$ cat config.mk
export PLATFORM = sky130hd
export DESIGN_NAME = execCore
export DESIGN_NICKNAME = d
export VERILOG_FILES = /design/src/common/aluPkg.sv /design/src/source/regFile.sv /design/src/source/operandSelect.sv /design/src/alu/alu.sv /design/src/alu/statusReg.sv /design/src/source/execCore.sv
export SDC_FILE = /design/constraint.sdc
export NUM_CORES = 1
export LEC_CHECK = 0
export BUFFER_PORTS_ARGS = -buffer_cell sky130_fd_sc_hd__buf_4
export CAP_MARGIN = 10
export CORE_MARGIN = 3
export CORE_UTILIZATION = 50
export CTS_CLUSTER_SIZE = 20
export DETAILED_ROUTE_END_ITERATION = 8
export HOLD_SLACK_MARGIN = 0.08
export PLACE_DENSITY = 0.77
export SYNTH_ARGS = -nofsm -noshare
export SYNTH_HDL_FRONTEND = slang
export SYNTH_SLANG_ARGS = --single-unit
export TNS_END_PERCENT = 20
$ cat constraint.sdc
create_clock -name clk -period 11.9 [get_ports clk]
set_input_delay 0 -clock clk [delete_from_list [all_inputs] [get_ports clk]]
set_output_delay 0 -clock clk [all_outputs]
set_load 0.02 [all_outputs]
$ cat src/common/aluPkg.sv
`default_nettype none

package aluPkg;

	// ----------------------------------------
	// opcodes
	// ----------------------------------------

	// add family
	localparam logic [4:0] opAdd = 5'b00000;
	localparam logic [4:0] opAddi = 5'b00001;
	localparam logic [4:0] opAddu = 5'b00010;
	localparam logic [4:0] opAddui = 5'b00011;
	localparam logic [4:0] opAddc = 5'b00100;
	localparam logic [4:0] opAddcu = 5'b00101;
	localparam logic [4:0] opAddcui = 5'b00110;
	localparam logic [4:0] opAddci = 5'b00111;
	// subtract and compare
	localparam logic [4:0] opSub = 5'b01000;
	localparam logic [4:0] opSubi = 5'b01001;
	localparam logic [4:0] opCmp = 5'b01010;
	localparam logic [4:0] opCmpi = 5'b01011;
	localparam logic [4:0] opCmpui = 5'b01100;
	// bitwise logic
	localparam logic [4:0] opAnd = 5'b01101;
	localparam logic [4:0] opOr = 5'b01110;
	localparam logic [4:0] opXor = 5'b01111;
	localparam logic [4:0] opNot = 5'b10000;
	// shifts
	// 10101 stays unused and acts as a no-op
	localparam logic [4:0] opLsh = 5'b10001;
	localparam logic [4:0] opLshi = 5'b10010;
	localparam logic [4:0] opRsh = 5'b10011;
	localparam logic [4:0] opRshi = 5'b10100;
	localparam logic [4:0] opArsh = 5'b10110;

	// ----------------------------------------
	// status flags
	// ----------------------------------------

	// bit positions in the flag word
	localparam int flagC = 0;
	localparam int flagL = 1;
	localparam int flagF = 2;
	localparam int flagZ = 3;
	localparam int flagN = 4;

	typedef logic [4:0] flags_t;

	// update masks per opcode class
	localparam flags_t maskArith = flags_t'((1 << flagC) | (1 << flagF));
	localparam flags_t maskCarry = flags_t'(1 << flagC);
	localparam flags_t maskCmp = flags_t'((1 << flagL) | (1 << flagZ) | (1 << flagN));

	// ----------------------------------------
	// instruction word
	// ----------------------------------------

	// register form
	typedef struct packed
	{
		logic [4:0] opCode;
		logic [3:0] rDest;
		logic [3:0] rSrc;
		logic [3:0] pad;
	} regForm_s;

	// immediate form
	// low byte holds the 8-bit immediate
	typedef struct packed
	{
		logic [4:0] opCode;
		logic [3:0] rDest;
		logic [7:0] imm;
	} immForm_s;

	// same 17 bits seen both ways
	typedef union packed
	{
		regForm_s regForm;
		immForm_s immForm;
	} instr_u;

	// alu output bundle
	typedef struct packed
	{
		logic [15:0] result;
		flags_t flags;
		flags_t flagMask;
		logic writeEn;
		logic [10:0] pad;
	} aluResult_s;

endpackage

`default_nettype wire

$ cat src/source/regFile.sv
`default_nettype none

module regFile
(
	input wire clk,
	input wire arstN,
	input wire writeEn,
	input wire [3:0] writeAddr,
	input wire [15:0] writeData,
	input wire [3:0] readAddrA,
	input wire [3:0] readAddrB,
	input wire [3:0] dbgAddr,
	output logic [15:0] readDataA,
	output logic [15:0] readDataB,
	output logic [15:0] dbgData
);

	// ----------------------------------------
	// register array
	// ----------------------------------------

	// sixteen general registers
	logic [15:0] regs [16];

	// single write port, one cycle
	always_ff @(posedge clk or negedge arstN)
	begin
		if (!arstN)
		begin
			// whole file cleared on reset
			for (int i = 0; i < 16; i++)
				regs[i] <= '0;
		end
		else if (writeEn)
		begin
			regs[writeAddr] <= writeData;
		end
	end

	// ----------------------------------------
	// read ports
	// ----------------------------------------

	// asynchronous, zero cycle
	// rDest side
	assign readDataA = regs[readAddrA];
	// rSrc side
	assign readDataB = regs[readAddrB];
	// debug observation port
	assign dbgData = regs[dbgAddr];

	// ----------------------------------------
	// checks
	// ----------------------------------------

	// alu result must be fully known whenever it is stored
	writeKnown: assert property (
		@(posedge clk) disable iff (!arstN)
		writeEn |-> !$isunknown(writeData)
	) else $error("unknown write data at address %0d", writeAddr);

endmodule

`default_nettype wire

$ cat src/source/operandSelect.sv
`default_nettype none

module operandSelect
(
	input wire aluPkg::instr_u instr,
	input wire [15:0] regB,
	output logic [15:0] opB
);

	// immediate view of the word
	logic [4:0] opCode;
	logic [7:0] imm;
	logic signExt;
	logic zeroExt;

	assign opCode = instr.immForm.opCode;
	assign imm = instr.immForm.imm;

	// ----------------------------------------
	// immediate decode
	// ----------------------------------------

	always_comb
	begin
		signExt = 1'b0;
		zeroExt = 1'b0;
		case (opCode)
			// signed immediates
			aluPkg::opAddi, aluPkg::opAddci, aluPkg::opSubi, aluPkg::opCmpi:
				signExt = 1'b1;
			// unsigned immediates
			// shift immediates also land here, alu uses bits 3..0
			aluPkg::opAddui, aluPkg::opAddcui, aluPkg::opCmpui,
			aluPkg::opLshi, aluPkg::opRshi:
				zeroExt = 1'b1;
			default:
			begin
				signExt = 1'b0;
				zeroExt = 1'b0;
			end
		endcase
	end

	// ----------------------------------------
	// operand mux
	// ----------------------------------------

	always_comb
	begin
		if (signExt)
			opB = {{8{imm[7]}}, imm};
		else if (zeroExt)
			opB = {8'h00, imm};
		else
			// register form passes the source register
			opB = regB;
	end

endmodule

`default_nettype wire

$ cat src/alu/alu.sv
`default_nettype none

module alu
(
	input wire [4:0] opCode,
	input wire [15:0] opA,
	input wire [15:0] opB,
	input wire carryIn,
	output aluPkg::aluResult_s res
);

	// ----------------------------------------
	// arithmetic datapath
	// ----------------------------------------

	// 17-bit so bit 16 is carry or borrow
	logic [16:0] sum;
	logic [16:0] diff;
	logic cin;
	logic useCarry;
	logic isSub;
	logic addOvf;
	logic subOvf;

	// shifter results
	logic [3:0] shAmt;
	logic [15:0] shl;
	logic [15:0] shr;
	logic [15:0] sar;

	// selected outputs
	logic [15:0] aluOut;
	aluPkg::flags_t newFlags;
	aluPkg::flags_t mask;
	logic wr;

	// stored C only feeds the carry adds
	assign useCarry = (opCode == aluPkg::opAddc) || (opCode == aluPkg::opAddci)
		|| (opCode == aluPkg::opAddcu) || (opCode == aluPkg::opAddcui);
	assign isSub = (opCode == aluPkg::opSub) || (opCode == aluPkg::opSubi);
	assign cin = useCarry & carryIn;

	assign sum = {1'b0, opA} + {1'b0, opB} + {16'b0, cin};
	// bit 16 set means borrow, i.e. unsigned opA < opB
	assign diff = {1'b0, opA} - {1'b0, opB};

	// signed overflow
	// same-sign inputs with a flipped sign out
	assign addOvf = (opA[15] == opB[15]) && (sum[15] != opA[15]);
	// differing signs and result sign differs from opA
	assign subOvf = (opA[15] != opB[15]) && (diff[15] != opA[15]);

	// ----------------------------------------
	// shifts
	// ----------------------------------------

	// only low nibble counts for every shift
	assign shAmt = opB[3:0];
	assign shl = opA << shAmt;
	assign shr = opA >> shAmt;
	assign sar = $signed(opA) >>> shAmt;

	// ----------------------------------------
	// flag formation
	// ----------------------------------------

	// all five always formed, mask picks which land
	always_comb
	begin
		newFlags[aluPkg::flagC] = isSub ? diff[16] : sum[16];
		newFlags[aluPkg::flagL] = diff[16];
		newFlags[aluPkg::flagF] = isSub ? subOvf : addOvf;
		newFlags[aluPkg::flagZ] = (opA == opB);
		newFlags[aluPkg::flagN] = $signed(opA) < $signed(opB);
	end

	// ----------------------------------------
	// opcode class decode and result select
	// ----------------------------------------

	always_comb
	begin
		// undefined codes fall through as no-ops
		aluOut = '0;
		mask = '0;
		wr = 1'b0;
		case (opCode)
			aluPkg::opAdd, aluPkg::opAddi, aluPkg::opAddc, aluPkg::opAddci:
			begin
				aluOut = sum[15:0];
				mask = aluPkg::maskArith;
				wr = 1'b1;
			end
			// unsigned adds touch only C
			aluPkg::opAddu, aluPkg::opAddui, aluPkg::opAddcu, aluPkg::opAddcui:
			begin
				aluOut = sum[15:0];
				mask = aluPkg::maskCarry;
				wr = 1'b1;
			end
			aluPkg::opSub, aluPkg::opSubi:
			begin
				aluOut = diff[15:0];
				mask = aluPkg::maskArith;
				wr = 1'b1;
			end
			// compares update flags only
			aluPkg::opCmp, aluPkg::opCmpi, aluPkg::opCmpui:
			begin
				aluOut = diff[15:0];
				mask = aluPkg::maskCmp;
			end
			// logic and shifts leave flags alone
			aluPkg::opAnd:
			begin
				aluOut = opA & opB;
				wr = 1'b1;
			end
			aluPkg::opOr:
			begin
				aluOut = opA | opB;
				wr = 1'b1;
			end
			aluPkg::opXor:
			begin
				aluOut = opA ^ opB;
				wr = 1'b1;
			end
			aluPkg::opNot:
			begin
				// inverse of the source operand
				aluOut = ~opB;
				wr = 1'b1;
			end
			aluPkg::opLsh, aluPkg::opLshi:
			begin
				aluOut = shl;
				wr = 1'b1;
			end
			aluPkg::opRsh, aluPkg::opRshi:
			begin
				aluOut = shr;
				wr = 1'b1;
			end
			aluPkg::opArsh:
			begin
				aluOut = sar;
				wr = 1'b1;
			end
			default:
			begin
				wr = 1'b0;
			end
		endcase
		// raw compare codes checked against the write enable
		if (opCode inside {aluPkg::opCmp, aluPkg::opCmpi, aluPkg::opCmpui})
			cmpNoWrite: assert (!wr)
				else $error("compare opcode raised writeEn");
	end

	assign res = '{result: aluOut, flags: newFlags, flagMask: mask, writeEn: wr, pad: '0};

endmodule

`default_nettype wire

$ cat src/alu/statusReg.sv
`default_nettype none

module statusReg
(
	input wire clk,
	input wire arstN,
	input wire update,
	input wire aluPkg::flags_t newFlags,
	input wire aluPkg::flags_t flagMask,
	output aluPkg::flags_t flags,
	output logic carryIn
);

	// ----------------------------------------
	// flag storage
	// ----------------------------------------

	// next value merges new bits under the mask
	aluPkg::flags_t merged;

	// masked bits from alu and the rest kept
	assign merged = (flags & ~flagMask) | (newFlags & flagMask);

	always_ff @(posedge clk or negedge arstN)
	begin
		if (!arstN)
		begin
			// all flags clear out of reset
			flags <= '0;
		end
		else if (update)
		begin
			flags <= merged;
		end
	end

	// ----------------------------------------
	// carry feedback
	// ----------------------------------------

	// stored C back to the alu for addc family
	assign carryIn = flags[aluPkg::flagC];

	// ----------------------------------------
	// checks
	// ----------------------------------------

	// idle cycles hold every flag
	flagsHold: assert property (
		@(posedge clk) disable iff (!arstN)
		!update |=> $stable(flags)
	) else $error("flags changed without an update");

endmodule

`default_nettype wire

$ cat src/source/execCore.sv
`default_nettype none

module execCore
(
	input wire clk,
	input wire arstN,
	input wire instrValid,
	input wire aluPkg::instr_u instr,
	input wire [3:0] dbgAddr,
	output logic [15:0] dbgData,
	output aluPkg::flags_t flags
);

	// ----------------------------------------
	// datapath nets
	// ----------------------------------------

	// rDest value, first operand and write target
	logic [15:0] opA;
	// rSrc value before the immediate mux
	logic [15:0] regB;
	// second alu operand
	logic [15:0] opB;
	// stored C looped back
	logic carryIn;
	// alu bundle
	aluPkg::aluResult_s aluRes;
	// gated write strobe
	logic regWrite;

	// writes only land with a valid instruction
	assign regWrite = instrValid & aluRes.writeEn;

	// ----------------------------------------
	// register file
	// ----------------------------------------

	regFile regs
	(
		.clk(clk),
		.arstN(arstN),
		.writeEn(regWrite),
		.writeAddr(instr.regForm.rDest),
		.writeData(aluRes.result),
		.readAddrA(instr.regForm.rDest),
		.readAddrB(instr.regForm.rSrc),
		.dbgAddr(dbgAddr),
		.readDataA(opA),
		.readDataB(regB),
		.dbgData(dbgData)
	);

	// register or extended immediate
	operandSelect opSel
	(
		.instr(instr),
		.regB(regB),
		.opB(opB)
	);

	// ----------------------------------------
	// execute and status
	// ----------------------------------------

	alu aluUnit
	(
		.opCode(instr.regForm.opCode),
		.opA(opA),
		.opB(opB),
		.carryIn(carryIn),
		.res(aluRes)
	);

	// flags load on the same edge as the register write
	statusReg status
	(
		.clk(clk),
		.arstN(arstN),
		.update(instrValid),
		.newFlags(aluRes.flags),
		.flagMask(aluRes.flagMask),
		.flags(flags),
		.carryIn(carryIn)
	);

endmodule

`default_nettype wire

Word-level counts from Yosys, hierarchy flattened:

Index checks and enable logic that the tools add are counted.

* add/sub/neg operators: 3
* multiply operators: 0
* divide/modulo/power cells: 0
* $lt $le $gt $ge: 5
* equal/unequal tests: 26
* shift-type cells: 3
* multiplexer cells: 21
* bitwise operators: 13
* reduce and logical (&&, ||, !) cells: 18

Operator list (number)
* $bwmux W256: 1
* $bmux W16 S4: 3
* $mux W16: 9
* $pmux W16 S9: 1
* $demux W16 S4: 1
* $eq A5 B4 Y1 const B: 8
* $eq A5 B5 Y1 const B: 6
* $eq A5 B3 Y1 const B: 4
* $reduce_or A19 Y1: 1
* $add A16 B16 Y17: 1
* $add A17 B1 Y17: 1
* $sub A16 B16 Y17: 1
* $and A16 B16 Y16: 1
* $eq A16 B16 Y1: 1
* $lt A16 B16 Y1: 1
* $not A16 Y16: 1
* $or A16 B16 Y16: 1
* $shl A16 B4 Y16: 1
* $shr A16 B4 Y16: 1
* $sshr A16 B4 Y16: 1
* $xor A16 B16 Y16: 1
* $ge A5 B5 Y1 const B: 3
* $not A4 Y5: 3
* $pmux W5 S3: 1
* 19 further kinds: 36

* flip-flop bits (word level): 261
* bits in latches: 0
* memory bits (writable): 0
* ROM bits: 0
* input bits: 24
* output and inout bits: 21
* logic and storage cells: 106
* memories kept: 0

Depth between registers and ports, before layout:

* word-level depth: 13
* mapped depth: 24
* gate-level depth less buffers: 17

Hierarchy:

A second synthesis with hierarchy kept.

* cells, all modules: 1661
* area total of the unflattened synthesis: 19824.0 µm²

By module, submodules not included
* regFile: times used 1, cells each 985, area each 15162.0 µm²
* alu: times used 1, cells each 631, area each 4171.5 µm²
* operandSelect: times used 1, cells each 28, area each 257.7 µm²
* statusReg: times used 1, cells each 16, area each 226.5 µm²
* execCore: times used 1, cells each 1, area each 6.3 µm²

Worst setup path after synthesis:

Ideal clock, no wire load.

* kind: input port to flip-flop
* start point: input port instr[4] in the netlist's numbering
* end point: register regs.regs[175] in the netlist's numbering
* setup time: 0.125 ns
* arrival time: 4.827 ns
* data required time: 11.775 ns
* slack: 6.949 ns
* stages on the path: 20
* cell sequence: buf_4 > buf_4 > buf_4 > buf_4 > mux4_2 > mux4_2 > mux2i_1 > inv_1 > ha_1 > inv_1 > or3_1 > o22a_1 > o21ai_0 > a31o_2 > a221oi_1 > o21ai_0 > xnor2_1 > o221ai_1 > clkbuf_1 > mux2_2

* longest elaborated chain between the ends: 10

RTL lines
* from (decl): RTL line execCore.sv:8 `input wire aluPkg::instr_u instr,`
* $not A4 Y5 (implied by the code): RTL line regFile.sv:48 `assign readDataB = regs[readAddrB];`
* $bmux W16 S4: RTL line regFile.sv:48
* $mux W16 (implied by the code) (2 in a row): RTL line regFile.sv:48
* $mux W16: RTL line operandSelect.sv:52 `else if (zeroExt)`
* $mux W16 *: RTL line operandSelect.sv:50 `if (signExt)`
* $add A16 B16 Y17: RTL line alu.sv:43 `assign sum = {1'b0, opA} + {1'b0, opB} + {16'b0, cin};`
* $add A17 B1 Y17: RTL line alu.sv:43
* $pmux W16 S9 *: RTL line alu.sv:87 `case (opCode)`
* $bwmux W256 *: RTL line regFile.sv:36 `regs[writeAddr] <= writeData;`
* to (signal, indexed assignment): RTL line regFile.sv:36
* to (decl): RTL line regFile.sv:23 `logic [15:0] regs [16];`

Every way passes the cells marked *; elsewhere a longest branch is shown, timed or not. The select of a mux whose other input is x is not followed.
A chain may end at the register's enable or synchronous reset.

Worst setup path after layout:

* start point: input port instr[4] in the netlist's numbering
* end point: register regs.regs[204] in the netlist's numbering

The elaborated chain is that of the path after synthesis.

==> impl.org <==
** Outcome
- The run finished with clean final reports.

** STA
- Achievable Freq :: 157 MHz
- Setup repair after global routing missed its margin :: no
- Setup violations remaining at the end of the flow were counted as 0.
- Of the available clock period, the critical path in the final layout requires 0.537.
- Final hold violations :: 0
- The number of max-slew violations in the final report came to 0.
- Worst Tran Pin Value :: 1.29 ns
- Remaining max-slew budget at the tightest pin :: 0.138
- The worst path needs 6.38 ns of the cycle, external delays included.
- Setup TNS Final :: 0 ns
- For the final database, setup skew stands at 0.0148 ns.

** Power and ir drop
- Of the total power, the clock network draws 0.178.
- Internal power :: 3.01 mW
- Summed over all cells, the static leakage comes to 8.92 nW.
- Cell Pwr Density :: 247 nW/um^2
- Of the total power, the share spent switching nets is 0.432.
- Sequential share of power :: 0.306
- Comb power frac :: 0.516
- The analysis attributes to net switching a power of 2.29 mW.
- VDD sags by at most 0.122 mV.
- The completed layout was analyzed and its total power is 5.30 mW.

** Clock tree
- H-tree levels :: 1
- Buffers inserted to repair hold after CTS numbered 6.
- The number of gates resized after CTS was 0.
- The cell sitting at the root of the clock tree is a clkbuf_16.
- Clock latency on the worst-skew pair, taken at its later pin, is 0.57 ns.
- The clock net in this run drives a total of 261 sinks.
- CTS tree :: done
- Post CTS Setup Buffer Count :: 0
- The clock passes through at most 3 buffers.
- Clock-pin slew was measured on the worst setup and hold paths at 0.06 ns.
- Clock tree synthesis inserted a total of 28 buffers.

** Detailed routing
- Using the TritonRoute via totals, the vias-per-cell ratio works out to 7.32.
- In this run, the number of DRC markers left after iteration 0 of detailed routing was 2469.
- The routed layout has 16900 vias.
- In this run the remaining antenna-violating nets after routing total 0.
- Total iterations of the first detailed-routing run :: 6
- In the routed design, unresolved DRC markers number 0.
- Final routed wire length divided by cell count :: 28.8 um
- Final wirelength :: 66500 um

** Floorplanning
- 45 I/O pins were placed.
- Area of the core region :: 39100 um^2
- Initial Util :: 0.511
- The floorplan step defined a die boundary enclosing 42400 um^2.
- Row generation in the floorplan step produced 72 rows.
- Die Span Y :: 206 um
- Width of the chip :: 206 um

** Logic synthesis
- Cell taking the most area after synthesis :: dfrtp_1
- Synthesis produced a netlist with a net count of 1894.
- After synthesis, the share of flip-flops with an asynchronous set or reset is 1.00.
- Average cell area after synthesis :: 11.0 um^2
- Part of the Yosys area used for sequential elements :: 0.327
- Top area cells in the synthesized netlist :: dfrtp_1 33%, mux4_2 25%, mux2_2 5.8%, nand2_1 4.2%, o21ai_0 4.1%
- After synthesis the cells add up to 20000 um^2.
- After synthesis the netlist holds a flip-flop and latch count of 261.
- The most used flip-flop cell after synthesis is dfrtp_1.
- Area share of the leading cell type in the synthesized netlist :: 0.327
- Number of enable-type register cells in the synthesized netlist :: 0
- Number of instances in the synthesized netlist :: 1818
- Syn. warnings :: 0
- Counting distinct cell types in the post-synthesis netlist gives 82.

** Layout
- Combined flip-flop and latch cell area :: 6530 um^2
- Ratio of cells with drive above 1 in the final layout :: 0.272
- For this run, the post-layout net count is 1843.
- Summing all multi-input logic gate instances after layout gives 12500 um^2.
- Number of flip-flops in the largest register :: 256
- The largest registers in the layout are regs.regs x256.
- The filler cells instantiated in the layout total 3247.
- The register with the most flip-flops in the final layout is regs.regs.
- Growth of design area from synthesis to finish :: 7.40%
- Util after Layout :: 0.549
- With fillers left out, the area of the finished cells amounts to 21500 um^2.

** Worst setup path
- Type of origin of the critical path :: input port
- STA puts the critical path data required time at 12.35 ns.
- STA classifies the critical path endpoint as a flip-flop.
- CP max FO :: 47
- The critical path in this run is classified as input port to flip-flop.
- Data arrives at the worst endpoint at 6.83 ns.

** GRT
- Entering global routing, the biggest net connects 119 pins.
- Number of global-route vias before repair :: 16700
- Across every metal layer, demand over resource in global routing totals 0.313.
- Sum of overflow across all layers after global routing :: 0
- The first global-routing pass estimated 102000 um of wire.
- Initial antenna violation count :: 2

** Placed design
- Once placement finished, the instance area stood at 20400 um^2.
- Total half-perimeter wirelength after legalization and detailed placement :: 43700 um
- The congestion estimate from routability-driven global placement came to 0.971.
- Number of port buffers :: 44

** Job
- MaxCap Viol Count :: 0

** Worst hold path
- Hold/Removal Path Class :: input port to async pin
-- worst paths after layout --
check                                  to  slack (ns)  depth (start not counted)          from
max                        regs.regs[204]        5.52                         19      instr[4]
min                             async pin        0.09                          2         arstN
max reg2reg                regs.regs[204]        5.65                         16  regs.regs[0]
min reg2reg                     flip-flop        0.50                          1     flip-flop
max in group asynchronous   regs.regs[20]       10.08                          3         arstN
min in group clk                flip-flop        0.17                          4     instr[16]
-- per-stage QoR --
stage / std cells / setup WS, ns / hold WS [ns]
after floorplan: 1818 / 6.95 / -0.296
after global placement: 2249 / 5.42 / 0.126
after detailed placement: 2249 / 5.12 / 0.127
after CTS: 2307 / 5.69 / 0.127
after global routing: 2309 / 5.25 / 0.153
final: 2309 / 5.52 / 0.0939
-- logic make-up after synthesis --
| logic type | Yosys count | synth area share |
|---|---|---|
| buf+inv | 209 | 0.0479 |
| xor+xnor | 11 | 0.00482 |
| simple gates | 447 | 0.0977 |
| compound gates | 443 | 0.146 |
| flops | 261 | 0.327 |
| fa+ha+maj | 52 | 0.0337 |
| mux | 395 | 0.344 |
-- cells in the final DEF (no fill, tap or decap), drive strengths merged, types with 11 or more instances in the layout --
master | netlist | routed
ha | 49 | 49
nand3 | 14 | 14
mux2 | 105 | 105
a22oi | 11 | 11
nand2 | 223 | 223
clkbuf | 89 | 35
mux4 | 221 | 221
dfrtp | 261 | 261
o22ai | 25 | 25
buf | 70 | 72
mux2i | 69 | 69
a21oi | 46 | 46
inv | 48 | 48
a31oi | 45 | 45
a211oi | 15 | 15
o21ai | 189 | 189
a221oi | 13 | 13
nor3 | 21 | 21
nor2b | 14 | 14
nor2 | 110 | 110
-- layout make-up --
type,count,area share
Tap cell,518,0.0302
Timing Repair Buffer,78,0.0283
Inverter,50,0.00880
Sequential cell,261,0.304
Multi-Input combinational cell,1348,0.582
Clock inverter,17,0.0106
Clock buffer,35,0.0353
Antenna cell,2,0.000233
-- synth_stat cells (8+ instances only) --
cell type,number
nor3_1,21
buf_1,20
o21ai_2,11
nor2_1,110
a211oi_1,15
nor4_1,8
buf_6,11
a21o_1,9
a22oi_1,11
nor2b_1,14
o22ai_1,25
buf_4,16
mux4_2,221
mux2i_1,68
nand2_1,222
a221oi_1,8
ha_1,49
mux2_2,103
inv_1,46
o21ai_0,164
dfrtp_1,261
xnor2_1,8
o211ai_1,9
a31oi_1,45
a21oi_1,41
a22o_1,8
nand3_1,14
o22a_1,9
o221ai_1,10
clkbuf_1,89
buf_2,23
o21ai_1,14
and3_1,8
-- layer usage --
metal,wire [um],vias to the layer above,track usage
met5,0,-,0
met4,3520,0,0.146
met3,7330,257,0.0698
met2,31400,1252,0.497
met1,24300,8482,0.414
li1,-,6900,-
-- critical path: stages --
cell and delay (ns):
buf_4 0.32, buf_4 0.84, mux4_2 0.61, a22oi_1 0.21, nand2_1 0.10, mux2_2 0.27
buf_4 0.29, fa_1 0.48, fa_1 0.47, nand2b_1 0.09, a21oi_1 0.09, o21ai_0 0.32
a31oi_1 0.22, a31o_2 0.32, a211oi_1 0.30, nor2_1 0.09, o41ai_1 0.37, nand4b_1 0.74
mux2_2 0.59
-- power by group through the flow --
stage	clock, mW	combinational [mW]	sequential (mW)
finish	0.944	2.74	1.62
global route	0.987	2.92	1.66
CTS	0.950	2.68	1.60
detailed placement	0	2.66	1.61
global placement	0	2.59	1.55
floorplan	0	1.99	1.49
No activity file was read; power rests on OpenSTA's default activity.
